`config.mk`:
```
export PLATFORM = sky130hd
export DESIGN_NAME = emu_shell
export DESIGN_NICKNAME = d
export VERILOG_FILES = /design/src/design/video_pkg.sv /design/src/design/ctrl_pkg.sv /design/src/design/ce_divider.sv /design/src/design/reset_sequencer.sv /design/src/design/vdp_timing.sv /design/src/design/vdp_colorizer.sv /design/src/design/msx1_core.sv /design/src/design/emu_shell.sv
export VERILOG_INCLUDE_DIRS = /design/src /design/src/design
export SDC_FILE = /design/constraint.sdc
export NUM_CORES = 1
export LEC_CHECK = 0
export ABC_AREA = 1
export BUFFER_PORTS_ARGS = -buffer_cell sky130_fd_sc_hd__buf_2
export CAP_MARGIN = 20
export CORE_MARGIN = 4
export CORE_UTILIZATION = 25
export CTS_BUF_LIST = sky130_fd_sc_hd__clkbuf_2 sky130_fd_sc_hd__clkbuf_4 sky130_fd_sc_hd__clkbuf_8
export DETAILED_ROUTE_END_ITERATION = 16
export GPL_TIMING_DRIVEN = 0
export HOLD_SLACK_MARGIN = 0.15
export PLACE_DENSITY = 0.45
export REMOVE_ABC_BUFFERS = 1
export SYNTH_ARGS = -nofsm -noshare
export SYNTH_HDL_FRONTEND = slang
export SYNTH_SLANG_ARGS = --single-unit
```
`constraint.sdc`:
```
create_clock -name clk_sys -period 3.7 [get_ports clk_sys]
set_input_delay 0.37 -clock clk_sys [delete_from_list [all_inputs] [get_ports clk_sys]]
set_output_delay 0.37 -clock clk_sys [all_outputs]
set_load 0.05 [all_outputs]
```
`src/design/msx_defines.svh`:
```
// TMS9918 raster constants in pixel enables and lines, reset hold counted in clk_sys cycles
`ifndef MSX_DEFINES_SVH
`define MSX_DEFINES_SVH

////////////////////////////////////////////////////////////////////////////
// Raster geometry
////////////////////////////////////////////////////////////////////////////

// Pixel enables per line and lines per frame
`define H_TOTAL 342
`define V_TOTAL 262

// Visible area, starting at pixel 0 of line 0
`define H_ACTIVE 256
`define V_ACTIVE 192

// Horizontal sync, both ends inclusive
`define HS_START 280
`define HS_END 305

// Vertical sync lines, both ends inclusive
`define VS_START 216
`define VS_END 218

// Core reset stretch after the last source falls
`define RESET_HOLD 16

`endif

```
`src/design/video_pkg.sv`:
```
// Video path types, widths sized for a 342 x 262 raster and the 16 entry palette
package video_pkg;

	////////////////////////////////////////////////////////////////////////////
	// Raster position
	////////////////////////////////////////////////////////////////////////////

	// Horizontal position, 0 to 341
	typedef logic [8:0] pixel_x_t;

	// Line number, 0 to 261
	typedef logic [8:0] line_y_t;

	////////////////////////////////////////////////////////////////////////////
	// Colour
	////////////////////////////////////////////////////////////////////////////

	// Index into the TMS9918 palette
	typedef logic [3:0] color_idx_t;

	// One of red, green or blue
	typedef logic [7:0] chan_t;

endpackage

```
`src/design/ctrl_pkg.sv`:
```
// Control side types, status bit 0 is the menu reset and bits 4 to 1 rotate the picture
package ctrl_pkg;

	////////////////////////////////////////////////////////////////////////////
	// Platform inputs
	////////////////////////////////////////////////////////////////////////////

	// Menu status word
	// Bit 0 menu reset
	// Bits 4 to 1 colour rotation
	typedef logic [31:0] status_word_t;

	// Board buttons
	// Bit 1 user button, bit 0 menu button
	typedef logic [1:0] button_t;

	////////////////////////////////////////////////////////////////////////////
	// Reset sequencer
	////////////////////////////////////////////////////////////////////////////

	// HOLD keeps the core in reset, RUN releases it
	typedef enum logic {
		HOLD,
		RUN
	} rst_state_t;

endpackage

```
`src/design/ce_divider.sv`:
```
// Clock enables at a quarter and an eighth of clk_sys, both low during rst and one cycle after
`timescale 1ns/10ps

module ce_divider (
	input  logic clk_sys,
	input  logic rst,
	output logic ce_10m7,
	output logic ce_5m3
);

	// Free-running phase counter
	logic [2:0] div;

	always_ff @(posedge clk_sys) begin
		if (rst) begin
			div     <= '0;
			ce_10m7 <= 1'b0;
			ce_5m3  <= 1'b0;
		end else begin
			div <= div + 3'd1;
			// Quarter rate, one pulse per four cycles
			ce_10m7 <= (div[1:0] == 2'd0);
			// Eighth rate, always on a quarter rate pulse
			ce_5m3 <= (div == 3'd0);
		end
	end

endmodule

```
`src/design/reset_sequencer.sv`:
```
// Core reset stays high while any source is high and for RESET_HOLD cycles after the last falls
`timescale 1ns/10ps
`include "msx_defines.svh"

module reset_sequencer (
	input  logic                  clk_sys,
	input  logic                  rst,
	input  ctrl_pkg::status_word_t status,
	input  ctrl_pkg::button_t      buttons,
	output logic                  core_reset
);

	import ctrl_pkg::*;

	// Wide enough to count up to RESET_HOLD
	localparam int CNT_W = $clog2(`RESET_HOLD + 1);

	rst_state_t       state;
	logic [CNT_W-1:0] hold_cnt;
	logic             src_reset;

	// Platform reset, menu reset and user button
	assign src_reset = rst | status[0] | buttons[1];

	////////////////////////////////////////////////////////////////////////////
	// Hold FSM
	////////////////////////////////////////////////////////////////////////////

	always_ff @(posedge clk_sys) begin
		if (src_reset) begin
			// Any source restarts the hold
			state    <= HOLD;
			hold_cnt <= '0;
		end else begin
			case (state)
				HOLD: begin
					hold_cnt <= hold_cnt + 1'b1;
					// Last quiet cycle of the hold
					if (hold_cnt == CNT_W'(`RESET_HOLD - 1)) begin
						state <= RUN;
					end
				end
				RUN: begin
					hold_cnt <= '0;
				end
				default: begin
					state <= HOLD;
				end
			endcase
		end
	end

	// High at once with a source, low after the hold
	assign core_reset = src_reset | (state == HOLD);

endmodule

```
`src/design/vdp_timing.sv`:
```
// Raster counters step on ce_5m3 only, outputs are registered and held at 0 during core_reset
`timescale 1ns/10ps
`include "msx_defines.svh"

module vdp_timing (
	input  logic                clk_sys,
	input  logic                core_reset,
	input  logic                ce_5m3,
	output video_pkg::pixel_x_t hpos,
	output video_pkg::line_y_t  vpos,
	output logic                hs_raw,
	output logic                vs_raw,
	output logic                de_raw
);

	import video_pkg::*;

	// Position of the pixel that the next enable presents
	pixel_x_t h_cnt;
	line_y_t  v_cnt;
	logic     h_last;
	logic     v_last;
	logic     h_sync;
	logic     v_sync;
	logic     active;

	assign h_last = (h_cnt == pixel_x_t'(`H_TOTAL - 1));
	assign v_last = (v_cnt == line_y_t'(`V_TOTAL - 1));

	// Sync windows, active high
	assign h_sync = (h_cnt >= pixel_x_t'(`HS_START)) && (h_cnt <= pixel_x_t'(`HS_END));
	assign v_sync = (v_cnt >= line_y_t'(`VS_START)) && (v_cnt <= line_y_t'(`VS_END));

	// Visible area
	assign active = (h_cnt < pixel_x_t'(`H_ACTIVE)) && (v_cnt < line_y_t'(`V_ACTIVE));

	////////////////////////////////////////////////////////////////////////////
	// Counters
	////////////////////////////////////////////////////////////////////////////

	always_ff @(posedge clk_sys) begin
		if (core_reset) begin
			h_cnt <= '0;
			v_cnt <= '0;
		end else if (ce_5m3) begin
			if (h_last) begin
				h_cnt <= '0;
				// Line wrap steps the frame
				if (v_last) begin
					v_cnt <= '0;
				end else begin
					v_cnt <= v_cnt + 1'b1;
				end
			end else begin
				h_cnt <= h_cnt + 1'b1;
			end
		end
	end

	////////////////////////////////////////////////////////////////////////////
	// Registered decodes
	////////////////////////////////////////////////////////////////////////////

	// First enable after reset shows pixel 0 of line 0
	always_ff @(posedge clk_sys) begin
		if (core_reset) begin
			hpos   <= '0;
			vpos   <= '0;
			hs_raw <= 1'b0;
			vs_raw <= 1'b0;
			de_raw <= 1'b0;
		end else if (ce_5m3) begin
			hpos   <= h_cnt;
			vpos   <= v_cnt;
			hs_raw <= h_sync;
			vs_raw <= v_sync;
			de_raw <= active;
		end
	end

endmodule

```
`src/design/vdp_colorizer.sv`:
```
// Colour bar picture through the fixed TMS9918 palette, colour and sync share one register stage
`timescale 1ns/10ps
`include "msx_defines.svh"

module vdp_colorizer (
	input  logic                  clk_sys,
	input  logic                  core_reset,
	input  video_pkg::pixel_x_t   hpos,
	input  video_pkg::line_y_t    vpos,
	input  logic                  hs_raw,
	input  logic                  vs_raw,
	input  logic                  de_raw,
	input  video_pkg::color_idx_t rotate,
	output video_pkg::chan_t      vga_r,
	output video_pkg::chan_t      vga_g,
	output video_pkg::chan_t      vga_b,
	output logic                  vga_hs,
	output logic                  vga_vs,
	output logic                  vga_de
);

	import video_pkg::*;

	color_idx_t  idx;
	logic        pix_on;
	logic [23:0] rgb;

	// Fixed TMS9918 colours, 0xRRGGBB
	function automatic logic [23:0] palette(input color_idx_t c);
		case (c)
			4'd0:    palette = 24'h000000;
			4'd1:    palette = 24'h000000;
			4'd2:    palette = 24'h21C842;
			4'd3:    palette = 24'h5EDC78;
			4'd4:    palette = 24'h5455ED;
			4'd5:    palette = 24'h7D76FC;
			4'd6:    palette = 24'hD4524D;
			4'd7:    palette = 24'h42EBF5;
			4'd8:    palette = 24'hFC5554;
			4'd9:    palette = 24'hFF7978;
			4'd10:   palette = 24'hD4C154;
			4'd11:   palette = 24'hE6CE80;
			4'd12:   palette = 24'h21B03B;
			4'd13:   palette = 24'hC95BBA;
			4'd14:   palette = 24'hCCCCCC;
			default: palette = 24'hFFFFFF;
		endcase
	endfunction

	// 16 bars of 16 pixels, shifted by the rotation and wrapping at 16
	assign idx = hpos[7:4] + rotate;

	// Blank outside the visible window
	assign pix_on = de_raw && (hpos < pixel_x_t'(`H_ACTIVE)) && (vpos < line_y_t'(`V_ACTIVE));

	assign rgb = pix_on ? palette(idx) : 24'h000000;

	always_ff @(posedge clk_sys) begin
		if (core_reset) begin
			vga_r  <= '0;
			vga_g  <= '0;
			vga_b  <= '0;
			vga_hs <= 1'b0;
			vga_vs <= 1'b0;
			vga_de <= 1'b0;
		end else begin
			{vga_r, vga_g, vga_b} <= rgb;
			vga_hs <= hs_raw;
			vga_vs <= vs_raw;
			vga_de <= pix_on;
		end
	end

endmodule

```
`src/design/msx1_core.sv`:
```
// MSX1 core holding only the video raster and test picture, the CPU side is not present
`timescale 1ns/10ps

module msx1_core (
	input  logic                  clk_sys,
	input  logic                  core_reset,
	input  logic                  ce_10m7,
	input  logic                  ce_5m3,
	input  video_pkg::color_idx_t rotate,
	output video_pkg::chan_t      vga_r,
	output video_pkg::chan_t      vga_g,
	output video_pkg::chan_t      vga_b,
	output logic                  vga_hs,
	output logic                  vga_vs,
	output logic                  vga_de
);

	import video_pkg::*;

	// ce_10m7 is the CPU side enable, nothing runs on it yet

	// Raster position and raw sync
	pixel_x_t hpos;
	line_y_t  vpos;
	logic     hs_raw;
	logic     vs_raw;
	logic     de_raw;

	vdp_timing vdp_timing_i (
		.clk_sys    (clk_sys),
		.core_reset (core_reset),
		.ce_5m3     (ce_5m3),
		.hpos       (hpos),
		.vpos       (vpos),
		.hs_raw     (hs_raw),
		.vs_raw     (vs_raw),
		.de_raw     (de_raw)
	);

	vdp_colorizer vdp_colorizer_i (
		.clk_sys    (clk_sys),
		.core_reset (core_reset),
		.hpos       (hpos),
		.vpos       (vpos),
		.hs_raw     (hs_raw),
		.vs_raw     (vs_raw),
		.de_raw     (de_raw),
		.rotate     (rotate),
		.vga_r      (vga_r),
		.vga_g      (vga_g),
		.vga_b      (vga_b),
		.vga_hs     (vga_hs),
		.vga_vs     (vga_vs),
		.vga_de     (vga_de)
	);

endmodule

```
`src/design/emu_shell.sv`:
```
// Platform shell with clk_sys from outside and no PLL, ce_pixel is the eighth rate enable
`timescale 1ns/10ps

module emu_shell (
	input  logic                   clk_sys,
	input  logic                   rst,
	input  ctrl_pkg::status_word_t status,
	input  ctrl_pkg::button_t      buttons,
	output logic                   ce_pixel,
	output video_pkg::chan_t       vga_r,
	output video_pkg::chan_t       vga_g,
	output video_pkg::chan_t       vga_b,
	output logic                   vga_hs,
	output logic                   vga_vs,
	output logic                   vga_de
);

	////////////////////////////////////////////////////////////////////////////
	// Clock enables and reset
	////////////////////////////////////////////////////////////////////////////

	logic ce_10m7;
	logic core_reset;

	// The pixel enable doubles as the video clock enable
	ce_divider ce_divider_i (
		.clk_sys (clk_sys),
		.rst     (rst),
		.ce_10m7 (ce_10m7),
		.ce_5m3  (ce_pixel)
	);

	reset_sequencer reset_sequencer_i (
		.clk_sys    (clk_sys),
		.rst        (rst),
		.status     (status),
		.buttons    (buttons),
		.core_reset (core_reset)
	);

	////////////////////////////////////////////////////////////////////////////
	// Core
	////////////////////////////////////////////////////////////////////////////

	// Status bits 4 to 1 rotate the bar colours
	msx1_core msx1_core_i (
		.clk_sys    (clk_sys),
		.core_reset (core_reset),
		.ce_10m7    (ce_10m7),
		.ce_5m3     (ce_pixel),
		.rotate     (status[4:1]),
		.vga_r      (vga_r),
		.vga_g      (vga_g),
		.vga_b      (vga_b),
		.vga_hs     (vga_hs),
		.vga_vs     (vga_vs),
		.vga_de     (vga_de)
	);

endmodule

```
==> impl_metrics.toml <==
[timing]
setup_viol = 0
worstMarginPinSlew_ns = 0.626
rsz0062_at_grt = "false"
layout_setup_ws_ns = 1.57
fmax_mhz = 470
finClkSkew_ns = 0.0147
fin_tns_setup_ns = 0
drv_slew = 0
fin_crit_sh_pct = 57.4
relSlewSlack_pct = 58.2
hold_viol_final = 0
fin_crit_ns = 2.13

[min_path]
hold_class = "input pin to flop"

[synthesis]
ys.flop_type = "dfxtp_1"
synth.area.top_cells = "dfxtp_1 (41%), nand2_1 (14%), ha_1 (7.8%)"
netlist_area_sq_um = 3200
ys_async_sr_fraction_pct = 0
synth_edf_count = 0
avgSynthCellArea_sq_um = 7.40
yosys.area_share.simple_pct = 28.6
synth_cell_types = 30
yosys.area.top_type_share_pct = 41.3
synth_compound_area_share_pct = 11.4
ys_seq_area_share_pct = 41.3
synth-xor-area-share_pct = 1.92
synth_top_family_by_area = "simple AND/OR/NAND/NOR gates"
synthCells = 432
synth_warnings = 0
yosysTopAreaCell = "dfxtp_1"
yosys_register_bits = 66
synth_fa_ha_area_share_pct = 8.46
synth.most_common_cell = "nand2_1"
yosys-top-cells-count = "nand2_1 (122), dfxtp_1 (66), nor2_1 (48)"
yosys-mux-area-fraction_pct = 0

[clock_network]
post_cts_buffers = 0
htreeDepth = 3
cts_tree = "built"
ctsHoldBuffers = 0
clk_pin_slew_ns = 0.08
cts_sinks = 66
cts_resized = 0
clock_path_buffers = 2
worstSkewPairLatency_ns = 0.35
cts_buffers = 9
clockRootBuffer = "clkbuf_8"

[layout]
area_growth_pct = 17.9
diodes = 0
layout-drive-gt1-share_pct = 15.6
postLayoutCoreUtil_pct = 30.0
final_cells = 646
nNetsFinal = 526

[power_and_ir_drop]
power_density_nw_per_um2 = 415
total_power_mw = 1.56
power_leakage_nw = 1.61
clkPwrFrac_pct = 48.2
p_switching_mw = 0.356
power_frac_seq_pct = 46.2
internal-power_mw = 1.21
switching_share_pct = 22.8
max-vdd-ir-drop_mv = 0.184
comb_power_share_pct = 5.7

[route]
drtPass1Iterations = 4
viasPerCell = 4.24
vias = 2736
drtIter0Drc = 109
ant_nets = 0
finalWirelength_mm = 6.78
drc = 0
wire_per_inst_um = 10.5

[global_routing]
grt_pass1_vias = 2614
antenna_found_initial = 0
grt_pass1_wl_mm = 12.0
grt_max_degree = 22
grt_use_total_pct = 10.1
gr-total-overflow = 0

[floorplanning]
die_h_um = 121
core-area_sq_um = 12600
initial_core_util_pct = 25.4
die_w_um = 121
num_rows = 41
io_pins = 64
dieArea_sq_um = 14700

[placement]
numPortBuffers = 35
dp_hpwl_mm = 5.08
place_congestion = 0.840
pre_cts_slack_ns = 1.40
place_inst = 630

[setup_path]
critPathArrivalTime_ns = 2.38
cp_max_fo = 7
path_class = "flop to flop"
required_ns = 3.96
end_kind = "flop"
startpoint_type = "flop"

[outcome]
status = "finished clean"

[run]
maxCapViolations = 0
area by class of cell:
| type | instances | area, sq um |
|---|---|---|
| Clock buffer | 10 | 138 |
| Clock inverter | 6 | 114 |
| Fill cell | 1380 | 8800 |
| Inverter | 51 | 194 |
| Multi-Input combinational cell | 306 | 1610 |
| Sequential cell | 66 | 1320 |
| Tap cell | 172 | 215 |
| Timing Repair Buffer | 35 | 175 |
registers in the layout, indices dropped and copies added, names as in the netlist, 3 cells and up:
signal                             cells
msx1_core_i.vdp_timing_i.v_cnt         9
msx1_core_i.vdp_colorizer_i.vga_r      8
ce_divider_i.div                       3
msx1_core_i.vdp_timing_i.hpos          5
reset_sequencer_i.hold_cnt             5
msx1_core_i.vdp_colorizer_i.vga_b      8
msx1_core_i.vdp_timing_i.h_cnt         9
msx1_core_i.vdp_colorizer_i.vga_g      8
msx1_core_i.vdp_timing_i.vpos          3
metrics by stage:
stage	hold slack, ns	cell area [sq um]
after floorplan	0.414	3130
after global placement	0.421	3520
after detailed placement	0.428	3520
after CTS	0.226	3770
after global routing	0.236	3770
final	0.249	3770
cell usage in the layout, fill, tap and decap left out, drive strengths merged:
master    Yosys  routed
or2           1       1
inv          51      51
nand4         7       7
a31oi         1       1
dfxtp        66      66
clkinvlp      0       2
a21oi        43      43
nand3        17      17
nand2       125     125
buf           7      35
xor2          5       5
fa            1       1
nor3b         2       2
a22oi         1       1
o21ai        18      18
clkbuf        2      10
ha           20      20
nor3          9       9
o21a          2       2
xnor2         2       2
clkinv        0       1
nor2         52      52
bufinv        0       3
logic make-up (layout without fill, tap and decap cells):
logic type | after synthesis | in the layout
simple gates | 213 | 213
flops | 66 | 66
compound gates | 65 | 65
buf+inv | 60 | 102
fa+ha+maj | 21 | 21
xor+xnor | 7 | 7
power groups by stage:
stage                     sequential [mW]  clock [mW]  combinational, mW
after floorplan                     0.740           0             0.0617
after global placement              0.739           0             0.0898
after detailed placement            0.739           0             0.0893
after CTS                           0.722       0.782             0.0898
after global routing                0.723       0.806              0.102
final                               0.722       0.753             0.0886
critical path: stages (launching register included):
cell,delay (ns)
dfxtp_1,0.31
ha_1,0.21
fa_1,0.65
inv_1,0.17
ha_1,0.22
inv_1,0.05
nand2_1,0.10
nand2_1,0.11
nand2_1,0.05
a21oi_1,0.17
path summary, 6_finish.rpt:
kind                                          endpoint                             start  slack [ns]  cells after the start
setup reg to reg  msx1_core_i.vdp_colorizer_i.vga_g[3]  msx1_core_i.vdp_timing_i.hpos[4]        1.57                      9
hold reg to reg     msx1_core_i.vdp_colorizer_i.vga_vs   msx1_core_i.vdp_timing_i.vs_raw        0.44                      2
setup / recovery  msx1_core_i.vdp_colorizer_i.vga_g[3]  msx1_core_i.vdp_timing_i.hpos[4]        1.57                      9
hold / removal                     ce_divider_i.div[0]                               rst        0.25                      2
routing by layer:
layer | GRT usage [%] | routed length (um) | vias to the layer above
li1 | - | - | 1447
met1 | 12.0 | 3110 | 1236
met2 | 17.1 | 3230 | 40
met3 | 2.98 | 313 | 13
met4 | 4.11 | 127 | 0
met5 | 0 | 0 | -
Power figures use the tool's default switching activity.
